File: config.mk
export PLATFORM = sky130hd
export DESIGN_NAME = rv_pipeline_top
export DESIGN_NICKNAME = d
export VERILOG_FILES = /design/src/cpu_pkg.sv /design/src/fetch_stage.sv /design/src/decode_stage.sv /design/src/reg_file.sv /design/src/execute_stage.sv /design/src/mem_wb_stage.sv /design/src/mem_arbiter.sv /design/src/rv_pipeline_top.sv
export SDC_FILE = /design/constraint.sdc
export NUM_CORES = 2
export LEC_CHECK = 0
export BUFFER_PORTS_ARGS = -buffer_cell sky130_fd_sc_hd__buf_2
export CAP_MARGIN = 0
export CELL_PAD_IN_SITES_DETAIL_PLACEMENT = 0
export CELL_PAD_IN_SITES_GLOBAL_PLACEMENT = 1
export CORE_UTILIZATION = 45
export CTS_BUF_LIST = sky130_fd_sc_hd__clkbuf_16
export DETAILED_ROUTE_END_ITERATION = 8
export PLACE_DENSITY = 0.72
export RECOVER_POWER = 25
export SKIP_CTS_REPAIR_TIMING = 1
export SYNTH_ARGS = -nofsm -noshare
export SYNTH_HDL_FRONTEND = slang
export SYNTH_SLANG_ARGS = --single-unit
File: constraint.sdc
create_clock -name CLK -period 11.4 [get_ports CLK]
set_input_delay 1.71 -clock CLK [delete_from_list [all_inputs] [get_ports CLK]]
set_output_delay 1.71 -clock CLK [all_outputs]
set_load 0.005 [all_outputs]
File: src/cpu_pkg.sv
package cpu_pkg;

    localparam int XLEN       = 32;
    localparam int REG_ADDR_W = 5;

    typedef logic [XLEN-1:0]       xlen_t;
    typedef logic [REG_ADDR_W-1:0] reg_addr_t;

    // major opcodes of the supported RV32I subset
    typedef enum logic [6:0] {
        OP     = 7'b0110011,
        OP_IMM = 7'b0010011,
        LOAD   = 7'b0000011,
        STORE  = 7'b0100011,
        BRANCH = 7'b1100011,
        JAL    = 7'b1101111
    } opcode_t;

    typedef enum logic [2:0] {
        ALU_ADD,
        ALU_SUB,
        ALU_AND,
        ALU_OR,
        ALU_XOR,
        ALU_SLT
    } alu_op_t;

    // register writeback source
    typedef enum logic [1:0] {
        WB_ALU,
        WB_MEM,
        WB_PC4
    } wb_sel_t;

    // addi x0, x0, 0
    localparam xlen_t NOP_INSTR = 32'h0000_0013;

endpackage

File: src/fetch_stage.sv
`timescale 1ns/10ps

module fetch_stage import cpu_pkg::*; #(
    parameter xlen_t RESET_PC = '0
) (
    input  logic  CLK,
    input  logic  RESET,
    input  logic  advance,
    input  logic  redirect,
    input  xlen_t target,
    output logic  fetch_valid,
    output xlen_t fetch_addr,
    input  xlen_t fetch_rdata,
    output xlen_t if_instr,
    output xlen_t if_pc
);

    xlen_t pc;

    // fetch is requested in every cycle outside reset
    assign fetch_valid = ~RESET;
    assign fetch_addr  = pc;

    always_ff @(posedge CLK)
    begin
        if (RESET)
        begin
            pc       <= RESET_PC;
            if_instr <= NOP_INSTR;
        end
        else if (advance)
        begin
            pc <= redirect ? target : pc + 32'd4;
            // wrong-path fetch turns into a nop
            if_instr <= redirect ? NOP_INSTR : fetch_rdata;
        end
    end

    always_ff @(posedge CLK)
    begin
        if (advance)
            if_pc <= pc;
    end

endmodule

File: src/decode_stage.sv
`timescale 1ns/10ps

module decode_stage import cpu_pkg::*; (
    input  logic      CLK,
    input  logic      RESET,
    input  logic      advance,
    input  logic      flush,
    input  xlen_t     if_instr,
    input  xlen_t     if_pc,
    output reg_addr_t rs1_addr,
    output reg_addr_t rs2_addr,
    input  xlen_t     rs1_data,
    input  xlen_t     rs2_data,
    output xlen_t     id_pc, id_rs1, id_rs2, id_imm,
    output reg_addr_t id_rs1_addr, id_rs2_addr, id_rd,
    output alu_op_t   id_alu_op,
    output logic      id_use_imm, id_is_branch, id_branch_ne, id_is_jal,
    output logic      id_mem_read, id_mem_write, id_reg_write,
    output wb_sel_t   id_wb_sel
);

    opcode_t opcode;
    logic    [2:0] funct3;
    xlen_t   imm_i, imm_s, imm_b, imm_j, imm;
    alu_op_t alu_op;
    logic    use_imm, is_branch, is_jal, mem_read, mem_write, reg_write;
    wb_sel_t wb_sel;

    assign opcode   = opcode_t'(if_instr[6:0]);
    assign funct3   = if_instr[14:12];
    assign rs1_addr = if_instr[19:15];
    assign rs2_addr = if_instr[24:20];

    assign imm_i = {{20{if_instr[31]}}, if_instr[31:20]};
    assign imm_s = {{20{if_instr[31]}}, if_instr[31:25], if_instr[11:7]};
    assign imm_b = {{19{if_instr[31]}}, if_instr[31], if_instr[7],
                    if_instr[30:25], if_instr[11:8], 1'b0};
    assign imm_j = {{11{if_instr[31]}}, if_instr[31], if_instr[19:12],
                    if_instr[20], if_instr[30:21], 1'b0};

    always_comb
    begin
        alu_op    = ALU_ADD;
        imm       = imm_i;
        use_imm   = 1'b0;
        is_branch = 1'b0;
        is_jal    = 1'b0;
        mem_read  = 1'b0;
        mem_write = 1'b0;
        reg_write = 1'b0;
        wb_sel    = WB_ALU;
        case (opcode)
            OP:
            begin
                reg_write = 1'b1;
                case (funct3)
                    3'b000:  alu_op = if_instr[30] ? ALU_SUB : ALU_ADD;
                    3'b010:  alu_op = ALU_SLT;
                    3'b100:  alu_op = ALU_XOR;
                    3'b110:  alu_op = ALU_OR;
                    3'b111:  alu_op = ALU_AND;
                    default: alu_op = ALU_ADD;
                endcase
            end
            OP_IMM:
            begin
                use_imm   = 1'b1;
                reg_write = 1'b1;
            end
            LOAD:
            begin
                use_imm   = 1'b1;
                mem_read  = 1'b1;
                reg_write = 1'b1;
                wb_sel    = WB_MEM;
            end
            STORE:
            begin
                imm       = imm_s;
                use_imm   = 1'b1;
                mem_write = 1'b1;
            end
            BRANCH:
            begin
                imm       = imm_b;
                is_branch = 1'b1;
            end
            JAL:
            begin
                imm       = imm_j;
                is_jal    = 1'b1;
                reg_write = 1'b1;
                wb_sel    = WB_PC4;
            end
            default:
            begin
            end
        endcase
    end

    // bubble on reset or flush
    always_ff @(posedge CLK)
    begin
        if (RESET || (advance && flush))
        begin
            id_is_branch <= 1'b0;
            id_is_jal    <= 1'b0;
            id_mem_read  <= 1'b0;
            id_mem_write <= 1'b0;
            id_reg_write <= 1'b0;
        end
        else if (advance)
        begin
            id_is_branch <= is_branch;
            id_is_jal    <= is_jal;
            id_mem_read  <= mem_read;
            id_mem_write <= mem_write;
            id_reg_write <= reg_write;
        end
    end

    always_ff @(posedge CLK)
    begin
        if (advance)
        begin
            id_pc        <= if_pc;
            id_rs1       <= rs1_data;
            id_rs2       <= rs2_data;
            id_imm       <= imm;
            id_rs1_addr  <= rs1_addr;
            id_rs2_addr  <= rs2_addr;
            id_rd        <= if_instr[11:7];
            id_alu_op    <= alu_op;
            id_use_imm   <= use_imm;
            id_branch_ne <= funct3[0];
            id_wb_sel    <= wb_sel;
        end
    end

endmodule

File: src/reg_file.sv
`timescale 1ns/10ps

module reg_file import cpu_pkg::*; (
    input  logic      CLK,
    input  logic      RESET,
    input  logic      advance,
    input  reg_addr_t rs1_addr,
    input  reg_addr_t rs2_addr,
    output xlen_t     rs1_data,
    output xlen_t     rs2_data,
    input  logic      wr_en,
    input  reg_addr_t wr_addr,
    input  xlen_t     wr_data
);

    // x0 has no storage
    xlen_t regs [1:31];

    function automatic xlen_t read_port(reg_addr_t addr);
        xlen_t val;
        if (addr == '0)
            val = '0;
        else if (wr_en && wr_addr == addr)
            val = wr_data;
        else
            val = regs[addr];
        return val;
    endfunction

    always_comb
    begin
        rs1_data = read_port(rs1_addr);
        rs2_data = read_port(rs2_addr);
    end

    always_ff @(posedge CLK)
    begin
        if (RESET)
        begin
            for (int i = 1; i < 32; i++)
                regs[i] <= '0;
        end
        else if (advance && wr_en && wr_addr != '0)
            regs[wr_addr] <= wr_data;
    end

endmodule

File: src/execute_stage.sv
`timescale 1ns/10ps

module execute_stage import cpu_pkg::*; (
    input  logic      CLK,
    input  logic      RESET,
    input  logic      advance,
    input  xlen_t     id_pc, id_rs1, id_rs2, id_imm,
    input  reg_addr_t id_rs1_addr, id_rs2_addr, id_rd,
    input  alu_op_t   id_alu_op,
    input  logic      id_use_imm, id_is_branch, id_branch_ne, id_is_jal,
    input  logic      id_mem_read, id_mem_write, id_reg_write,
    input  wb_sel_t   id_wb_sel,
    input  reg_addr_t ex_fwd_rd,
    input  logic      ex_fwd_en,
    input  xlen_t     ex_fwd_data,
    input  reg_addr_t wb_fwd_rd,
    input  logic      wb_fwd_en,
    input  xlen_t     wb_fwd_data,
    output logic      redirect,
    output xlen_t     target,
    output xlen_t     ex_alu, ex_store_data, ex_pc4,
    output reg_addr_t ex_rd,
    output logic      ex_mem_read, ex_mem_write, ex_reg_write,
    output wb_sel_t   ex_wb_sel
);

    xlen_t op_a, op_b, alu_b, alu_out;
    logic  taken;

    // newest writer wins, memory stage before writeback
    function automatic xlen_t pick_operand(reg_addr_t addr, xlen_t reg_val);
        xlen_t val;
        val = reg_val;
        if (addr != '0 && wb_fwd_en && wb_fwd_rd == addr)
            val = wb_fwd_data;
        if (addr != '0 && ex_fwd_en && ex_fwd_rd == addr)
            val = ex_fwd_data;
        return val;
    endfunction

    always_comb
    begin
        op_a = pick_operand(id_rs1_addr, id_rs1);
        op_b = pick_operand(id_rs2_addr, id_rs2);
    end

    assign alu_b = id_use_imm ? id_imm : op_b;

    always_comb
    begin
        case (id_alu_op)
            ALU_SUB: alu_out = op_a - alu_b;
            ALU_AND: alu_out = op_a & alu_b;
            ALU_OR:  alu_out = op_a | alu_b;
            ALU_XOR: alu_out = op_a ^ alu_b;
            ALU_SLT: alu_out = {31'd0, $signed(op_a) < $signed(alu_b)};
            default: alu_out = op_a + alu_b;
        endcase
    end

    // beq on equal, bne on not equal
    assign taken    = id_is_branch & ((op_a == op_b) ^ id_branch_ne);
    assign redirect = taken | id_is_jal;
    assign target   = id_pc + id_imm;

    always_ff @(posedge CLK)
    begin
        if (RESET)
        begin
            ex_mem_read  <= 1'b0;
            ex_mem_write <= 1'b0;
            ex_reg_write <= 1'b0;
        end
        else if (advance)
        begin
            ex_mem_read  <= id_mem_read;
            ex_mem_write <= id_mem_write;
            ex_reg_write <= id_reg_write;
        end
    end

    always_ff @(posedge CLK)
    begin
        if (advance)
        begin
            ex_alu        <= alu_out;
            ex_store_data <= op_b;
            ex_pc4        <= id_pc + 32'd4;
            ex_rd         <= id_rd;
            ex_wb_sel     <= id_wb_sel;
        end
    end

endmodule

File: src/mem_wb_stage.sv
`timescale 1ns/10ps

module mem_wb_stage import cpu_pkg::*; (
    input  logic      CLK,
    input  logic      RESET,
    input  logic      advance,
    input  xlen_t     ex_alu, ex_store_data, ex_pc4,
    input  reg_addr_t ex_rd,
    input  logic      ex_mem_read, ex_mem_write, ex_reg_write,
    input  wb_sel_t   ex_wb_sel,
    output logic      data_valid,
    output logic      data_write,
    output xlen_t     data_addr,
    output xlen_t     data_wdata,
    input  xlen_t     data_rdata,
    output logic      wb_en,
    output reg_addr_t wb_rd,
    output xlen_t     wb_data,
    output xlen_t     ex_fwd_data
);

    assign data_valid = ex_mem_read | ex_mem_write;
    assign data_write = ex_mem_write;
    assign data_addr  = ex_alu;
    assign data_wdata = ex_store_data;

    // loads are not forwarded from here, the load data arrives too late
    assign ex_fwd_data = (ex_wb_sel == WB_PC4) ? ex_pc4 : ex_alu;

    always_ff @(posedge CLK)
    begin
        if (RESET)
            wb_en <= 1'b0;
        else if (advance)
            wb_en <= ex_reg_write;
    end

    always_ff @(posedge CLK)
    begin
        if (advance)
        begin
            wb_rd   <= ex_rd;
            wb_data <= (ex_wb_sel == WB_MEM) ? data_rdata : ex_fwd_data;
        end
    end

endmodule

File: src/mem_arbiter.sv
`timescale 1ns/10ps

module mem_arbiter import cpu_pkg::*; (
    input  logic  CLK,
    input  logic  RESET,
    input  logic  fetch_valid,
    input  xlen_t fetch_addr,
    output xlen_t fetch_rdata,
    input  logic  data_valid,
    input  logic  data_write,
    input  xlen_t data_addr,
    input  xlen_t data_wdata,
    output xlen_t data_rdata,
    output logic  advance,
    output logic  mem_valid,
    output logic  mem_write,
    output xlen_t mem_addr,
    output xlen_t mem_wdata,
    input  logic  mem_ready,
    input  xlen_t mem_rdata
);

    logic  data_done;
    logic  grant_data;
    logic  fetch_ready, data_ready;
    xlen_t rdata_q;

    // data goes first, fetch once the data transfer is done
    assign grant_data = data_valid & ~data_done;

    // the pipeline only moves while fetching, so fetch_valid covers data too
    assign mem_valid = fetch_valid;
    assign mem_write = grant_data & data_write;
    assign mem_addr  = grant_data ? data_addr : fetch_addr;
    assign mem_wdata = data_wdata;

    assign data_ready  = grant_data & mem_ready;
    assign fetch_ready = ~grant_data & mem_ready;

    // fetch transfer closes the cycle group
    assign advance = fetch_valid & fetch_ready;

    assign fetch_rdata = mem_rdata;
    assign data_rdata  = rdata_q;

    always_ff @(posedge CLK)
    begin
        if (RESET)
            data_done <= 1'b0;
        else if (advance)
            data_done <= 1'b0;
        else if (data_ready)
            data_done <= 1'b1;
    end

    // load word held until the group ends
    always_ff @(posedge CLK)
    begin
        if (data_ready)
            rdata_q <= mem_rdata;
    end

endmodule

File: src/rv_pipeline_top.sv
`timescale 1ns/10ps

module rv_pipeline_top import cpu_pkg::*; #(
    parameter xlen_t RESET_PC = '0
) (
    input  logic  CLK,
    input  logic  RESET,
    output logic  mem_valid,
    output logic  mem_write,
    output xlen_t mem_addr,
    output xlen_t mem_wdata,
    input  logic  mem_ready,
    input  xlen_t mem_rdata
);

    logic      advance;
    logic      redirect;
    xlen_t     target;

    // fetch side
    logic      fetch_valid;
    xlen_t     fetch_addr, fetch_rdata;
    xlen_t     if_instr, if_pc;

    // decode and register file
    reg_addr_t rs1_addr, rs2_addr;
    xlen_t     rs1_data, rs2_data;

    // ID/EX
    xlen_t     id_pc, id_rs1, id_rs2, id_imm;
    reg_addr_t id_rs1_addr, id_rs2_addr, id_rd;
    alu_op_t   id_alu_op;
    logic      id_use_imm, id_is_branch, id_branch_ne, id_is_jal;
    logic      id_mem_read, id_mem_write, id_reg_write;
    wb_sel_t   id_wb_sel;

    // EX/MEM
    xlen_t     ex_alu, ex_store_data, ex_pc4, ex_fwd_data;
    reg_addr_t ex_rd;
    logic      ex_mem_read, ex_mem_write, ex_reg_write;
    wb_sel_t   ex_wb_sel;

    // data request and MEM/WB
    logic      data_valid, data_write;
    xlen_t     data_addr, data_wdata, data_rdata;
    logic      wb_en;
    reg_addr_t wb_rd;
    xlen_t     wb_data;

    fetch_stage #(.RESET_PC(RESET_PC)) u_fetch_stage (.*);

    // a redirect flushes the instruction sitting in IF/ID
    decode_stage u_decode_stage (.flush(redirect), .*);

    reg_file u_reg_file (.wr_en(wb_en), .wr_addr(wb_rd), .wr_data(wb_data), .*);

    execute_stage u_execute_stage (
        .ex_fwd_rd   (ex_rd),
        .ex_fwd_en   (ex_reg_write),
        .wb_fwd_rd   (wb_rd),
        .wb_fwd_en   (wb_en),
        .wb_fwd_data (wb_data),
        .*
    );

    mem_wb_stage u_mem_wb_stage (.*);

    mem_arbiter u_mem_arbiter (.*);

endmodule

# ---- After elaboration in Yosys (flattened, before gate mapping)
# Memory sizes are Yosys's and may differ from the RTL's. A register that Yosys moved wholly into a read port is not among the register bits.
# Index checks and enable logic that the tools add are counted.
dict set report op_classes {
  n_lt_le_gt_ge 1
  bitwise_logic 15
  n_addsub 5
  reduce_logical 22
  mux 29
  eq_ne 22
}
# operator count
set ops {}
lappend ops {{$mux 32} 11}
lappend ops {{$pmux 32 s5} 1}
lappend ops {{$add 32x3->32 const B} 2}
lappend ops {{$add 32x32->32} 2}
lappend ops {{$pmux 20 s3} 1}
lappend ops {{$and 32x32->32} 1}
lappend ops {{$eq 32x32->1} 1}
lappend ops {{$lt 32x32->1} 1}
lappend ops {{$or 32x32->32} 1}
lappend ops {{$reduce_or 32->1} 1}
lappend ops {{$sub 32x32->32} 1}
lappend ops {{$xor 32x32->32} 1}
lappend ops {{$eq 5x5->1} 4}
lappend ops {{$eq 3x3->1 const B} 5}
lappend ops {{$pmux 3 s5} 1}
lappend ops {{$reduce_bool 5->1} 3}
lappend ops {{$eq 7x6->1 const B} 2}
lappend ops {{$eq 7x7->1 const B} 2}
lappend ops {{$mux 1} 13}
lappend ops {{$logic_and 1x1->1} 11}
lappend ops {{$logic_not 5->1} 2}
lappend ops {{$eq 3x2->1 const B} 3}
lappend ops {{$eq 7x2->1 const B} 1}
lappend ops {{$eq 7x5->1 const B} 1}
lappend ops {{14 further kinds} 22}
dict set report word_totals {
  memories 1
  mem_bits_rw 992
  elab_cells 125
  out_inout_bits 66
  register_bits 353
  input_bits 35
}
# name words width read_ports rd_clocked_by_memory_dff write_ports line_no
set memory_table {}
lappend memory_table {u_reg_file.regs 31 32 2 2 31 reg_file.sv:17} ;# xlen_t regs [1:31];

# ---- Longest topological paths before layout
dict set report depth {
  depth_word 12
  ltp_mapped 24
}

# ---- Cells and area by module
# Synthesis repeated with hierarchy kept, for this count alone.
dict set report hier_totals {
  cells_unflattened 6425
  hier_area_um2 82002.4
}
# module n_inst seq_area_each_um2 area_each_um2 cells_each
set modules_own_cells {}
lappend modules_own_cells {reg_file 1 30749.5 55084.1 3796}
lappend modules_own_cells {execute_stage 1 3153.0 12769.7 1601}
lappend modules_own_cells {decode_stage 1 4274.1 4817.1 222}
lappend modules_own_cells {fetch_stage 1 2242.2 4043.9 414}
lappend modules_own_cells {mem_wb_stage 1 1131.1 3254.4 250}
lappend modules_own_cells {mem_arbiter 1 980.9 2033.2 142}

# ---- Least setup slack after synthesis
# OpenSTA, ideal clock, no wires.
dict set report synth_timing {
  path_type {input port to flip-flop}
  start {in RESET}
  end {reg u_fetch_stage.pc[12] (netlist: u_fetch_stage.fetch_addr[12])}
  required_time_ps 11297
  cell_stages 7
  arrival_time_ps 11952
  slack_ps -654
  cell_sequence {clkbuf_1 -> inv_1 -> nand3_1 -> clkinv_1 -> clkbuf_1 -> o2111ai_1 -> nand3_1}
}
dict set report synth_via {
  elab_chain_cells 2
}
# item line_no
set synth_rtl {}
lappend synth_rtl {{from (decl)} rv_pipeline_top.sv:7} ;# input logic RESET,
lappend synth_rtl {{$not 1->1} fetch_stage.sv:21} ;# assign fetch_valid = ~RESET;
lappend synth_rtl {{$and 1x1->1} mem_arbiter.sv:41} ;# assign advance = fetch_valid & fetch_ready;
lappend synth_rtl {{named net advance} rv_pipeline_top.sv:16} ;# logic advance;
lappend synth_rtl {{to (signal assigned)} fetch_stage.sv:33} ;# pc <= redirect ? target : pc + 32'd4;
lappend synth_rtl {{to (decl)} fetch_stage.sv:18} ;# xlen_t pc;
# The timed path passes the listed nets, and every way through them passes these cells.
# A chain may end at the register's enable or synchronous reset.

==> metrics.csv <==
stage;metric;value;unit
sta;relSlewSlack;-189.0;%
floorplanning;fp.dieW;423.2;µm
power;ir_worst_vdd;0.0001271;V
detailed_routing;route.met3.wl;26820;µm
detailed_routing;antenna_left;0;
sta;period_needed;8824;ps
status;failed_checks;max-capacitance violations, max-slew violations;
sta;worst_pin_slew;4335;ps
yosys;synth_top_family_by_area;multiplexers;
yosys;syn_area;79840;µm²
global_route;antenna_found_initial;16;
yosys;synthAdderAreaFrac;2.081;%
yosys;yosysTopAreaCell;edfxtp_1;
global_route;grt_overflow;0;
floorplanning;row_count;154;
floorplanning;core;176100;µm²
sta;slew_violations;1577;
yosys;avgSynthCellArea;13.21;µm²
sta;max_freq;113.3;MHz
power;p_total;13.08;mW
yosys;yosysWarnings;0;
clock_tree;clock_sinks;1441;
clock_tree;path_clk_slew;60;ps
critical_path;crit_type;primary input to flip-flop;
global_route;grt_pass1_vias;53252;
place;place.detailed.hpwl;177100;µm
clock_tree;cts_max_path_buffers;3;
detailed_routing;wl_met2;132600;µm
flow_run;timing.max_cap.violations;41;
floorplanning;die_area;179100;µm²
yosys;async_flop_share;0;%
global_route;gr-usage-all-layers;30.99;%
yosys;synth_top_cells_by_area;edfxtp_1 (51%), mux4_2 (14%), and2_1 (7.8%);
critical_path;endpoint_kind;flip-flop;
global_route;grt_pass1_wl;395700;µm
sta;hold_violations;0;
sta;finalSetupViolations;0;
critical_path;path_buf_inv;6;
yosys;synth_mux_area_share;19.09;%
final_layout;synthToLayoutAreaGrowth;10.46;%
critical_path;crit_required;11870;ps
final_layout;finalNetCount;6139;
sta;finClkSkew;56.33;ps
detailed_routing;wirelength;280200;µm
place;io_buffers;100;
status;outcome;finished, violations left;
place;dp.cells;8151;
power;powerDensity;148.3;nW/µm²
yosys;netlist.area_leader.share;51.42;%
detailed_routing;first_pass_iters;6;
floorplanning;start_util;45.33;%
detailed_routing;post-route-drc-count;0;
sta;rsz0062_at_grt;no;
detailed_routing;top_layer;met5;
clock_tree;numCtsBuffers;160;
floorplanning;die_h;423.2;µm
yosys;synth_flop_cell;edfxtp_1;
detailed_routing;wl_met1;106800;µm
yosys;synthCells;6043;
place;gp_congestion;0.9246;
detailed_routing;post_drt_wl_per_cell;33.15;µm
yosys;synthXorXnorAreaFrac;1.426;%
yosys;ys_types;91;
yosys;synth_edf_count;1367;
critical_path;critical_path.cell_chain;clkbuf_1 -> nand3_1 -> clkbuf_1 -> inv_8 -> clkbuf_1 -> nand4b_1 -> buf_4 -> o21ai_4 -> buf_4;
critical_path;worst_setup_path_start_kind;primary input;
yosys;synth.most_common_cell;edfxtp_1;
yosys;ys_seq_elements;1441;
critical_path;slowest_stage;clkbuf_1;
critical_path;cp_top_family;buffers and inverters;
clock_tree;clk_latency;830;ps
clock_tree;cts_root_buffer;clkbuf_16;
detailed_routing;vias;54260;
yosys;yosys.area_share.simple;12.38;%
yosys;yosysSeqAreaShare;53.27;%
final_layout;final_cell_area;88190;µm²
final_layout;drive_gt1_share;18.40;%
yosys;synth_compound_area_share;8.336;%
detailed_routing;drtIter0Drc;6674;
detailed_routing;vias_per_cell;6.421;
critical_path;critical_path_arrival;9300;ps
clock_tree;cts_tree;built;
global_route;grt_max_degree;168;
critical_path;slowest_delay;3000;ps
critical_path;crit_path_frequent_cell;clkbuf_1;
worst_hold_path;hold_class;flip-flop to flip-flop;
floorplanning;io_pins;101;
clock_tree;htree_num_levels;4;
power;p_leak;30.98;nW
final_layout;fin_cells;8451;
yosys;yosys-top-cells-count;edfxtp_1 (1367), and2_1 (995), mux4_2 (498), clkbuf_1 (431), nor2_1 (278);
place;dpl_cell_area;83250;µm²
critical_path;cp_max_fo;90;
sta;min_period_over_period;77.40;%
sta;finalSetupTns;0;ps
## stage by stage
stage | hold WS, ps | worst slack, ps | util [%]
floorplan | 400.3 | 4274 | -
global placement | 400.7 | 4721 | 47.27
detailed placement | 406.6 | 4780 | 47.27
CTS | 412.2 | 4687 | 50.26
global route | 414.7 | 2230 | 50.07
finish | 416.8 | 2576 | 50.08
## worst reg2reg max path: stages (launching register included)
cell and delay [ps]:
dfxtp_1 350, o21bai_4 140, buf_4 510, nand3_1 160, clkbuf_1 790, inv_8 870, clkbuf_1 3140, nand4b_1 320
buf_4 450, o21ai_4 790, buf_4 520
## path summary, 6_finish.rpt
path / startpoint / to / slack [ps] / depth (start not counted)
hold reg to reg: u_fetch_stage.if_pc[5] / u_decode_stage.id_pc[5] / 420 / 0
setup / recovery: mem_ready / u_reg_file.regs[18][28] / 2580 / 9
hold / removal: u_fetch_stage.if_pc[5] / u_decode_stage.id_pc[5] / 420 / 0
setup reg to reg: u_execute_stage.ex_mem_write / u_reg_file.regs[18][28] / 2980 / 10
## final cells by class
type,instances,area (µm²)
fill,15184,87920
sequential,1441,42540
multi-input combinational,3932,35190
clock buffer,161,4029
tap,2340,2928
timing repair buffer,278,1660
clock inverter,136,1232
inverter,160,609.3
antenna,3,7.507
## cell families (layout without fill, tap and decap cells)
logic type,after synthesis,count (layout)
DFF,1441,1441
muxes,882,882
xor gates and xnor gates,130,130
and+or+nand+nor,1771,1771
other,1,35
AOI/OAI and AO/OA,986,986
buffers and inverters,701,735
adders and majority gates,131,131
## layout by cell type, fill, tap and decap left out, types with 29 or more instances in the layout
cell type  instances
nor2_1           248
nor3_1            79
nor2_2            31
a221o_1           29
buf_2             37
xor2_1            29
mux4_2           498
nand2_1          140
a21o_1            34
nand2b_1          36
a22o_1            36
o21bai_1          32
edfxtp_1        1367
mux2i_1          241
o21ai_0          141
a221oi_1          36
clkbuf_16        161
and2_1           995
a21oi_1          247
inv_1            191
o211ai_1          31
clkbuf_1         105
mux2_1            44
buf_4            130
clkinv_1          34
o22ai_1           93
nand3_1          103
mux2_2            98
conb_1            32
a211oi_1          64
dfxtp_1           72
xnor2_1          101
ha_1             128
## power breakdown
group / leakage (nW) / switching (mW) / total [mW] / internal [mW]
Sequential: 14.4 / 0.146 / 6.15 / 6.00
Combinational: 13.8 / 1.10 / 1.71 / 0.615
Clock: 2.69 / 2.30 / 5.22 / 2.92
## routing by layer
layer,track usage (%),vias up
met2,49.95,3068
met5,0,-
met4,14.28,6
met1,40.14,27741
li1,-,22816
met3,6.473,629
## flip-flops by register name, indices dropped and copies added (netlist names), 2 cells and up
name / flops
u_decode_stage.id_rd: 5
u_mem_wb_stage.wb_data: 32
u_fetch_stage.if_pc: 32
u_decode_stage.id_alu_op: 3
u_decode_stage.id_rs2_addr: 5
u_execute_stage.ex_pc4: 32
u_decode_stage.id_rs1_addr: 5
u_mem_wb_stage.wb_rd: 5
u_execute_stage.ex_alu: 32
u_decode_stage.id_rs1: 32
u_decode_stage.id_pc: 32
u_execute_stage.ex_rd: 5
u_decode_stage.id_wb_sel: 2
u_fetch_stage.fetch_addr: 32
u_mem_arbiter.data_rdata: 32
u_execute_stage.ex_store_data: 32
u_decode_stage.id_rs2: 32
u_decode_stage.id_imm: 21
u_reg_file.regs: 1024
u_fetch_stage.if_instr: 32
u_execute_stage.ex_wb_sel: 2
(Power assumes the default switching activity.)
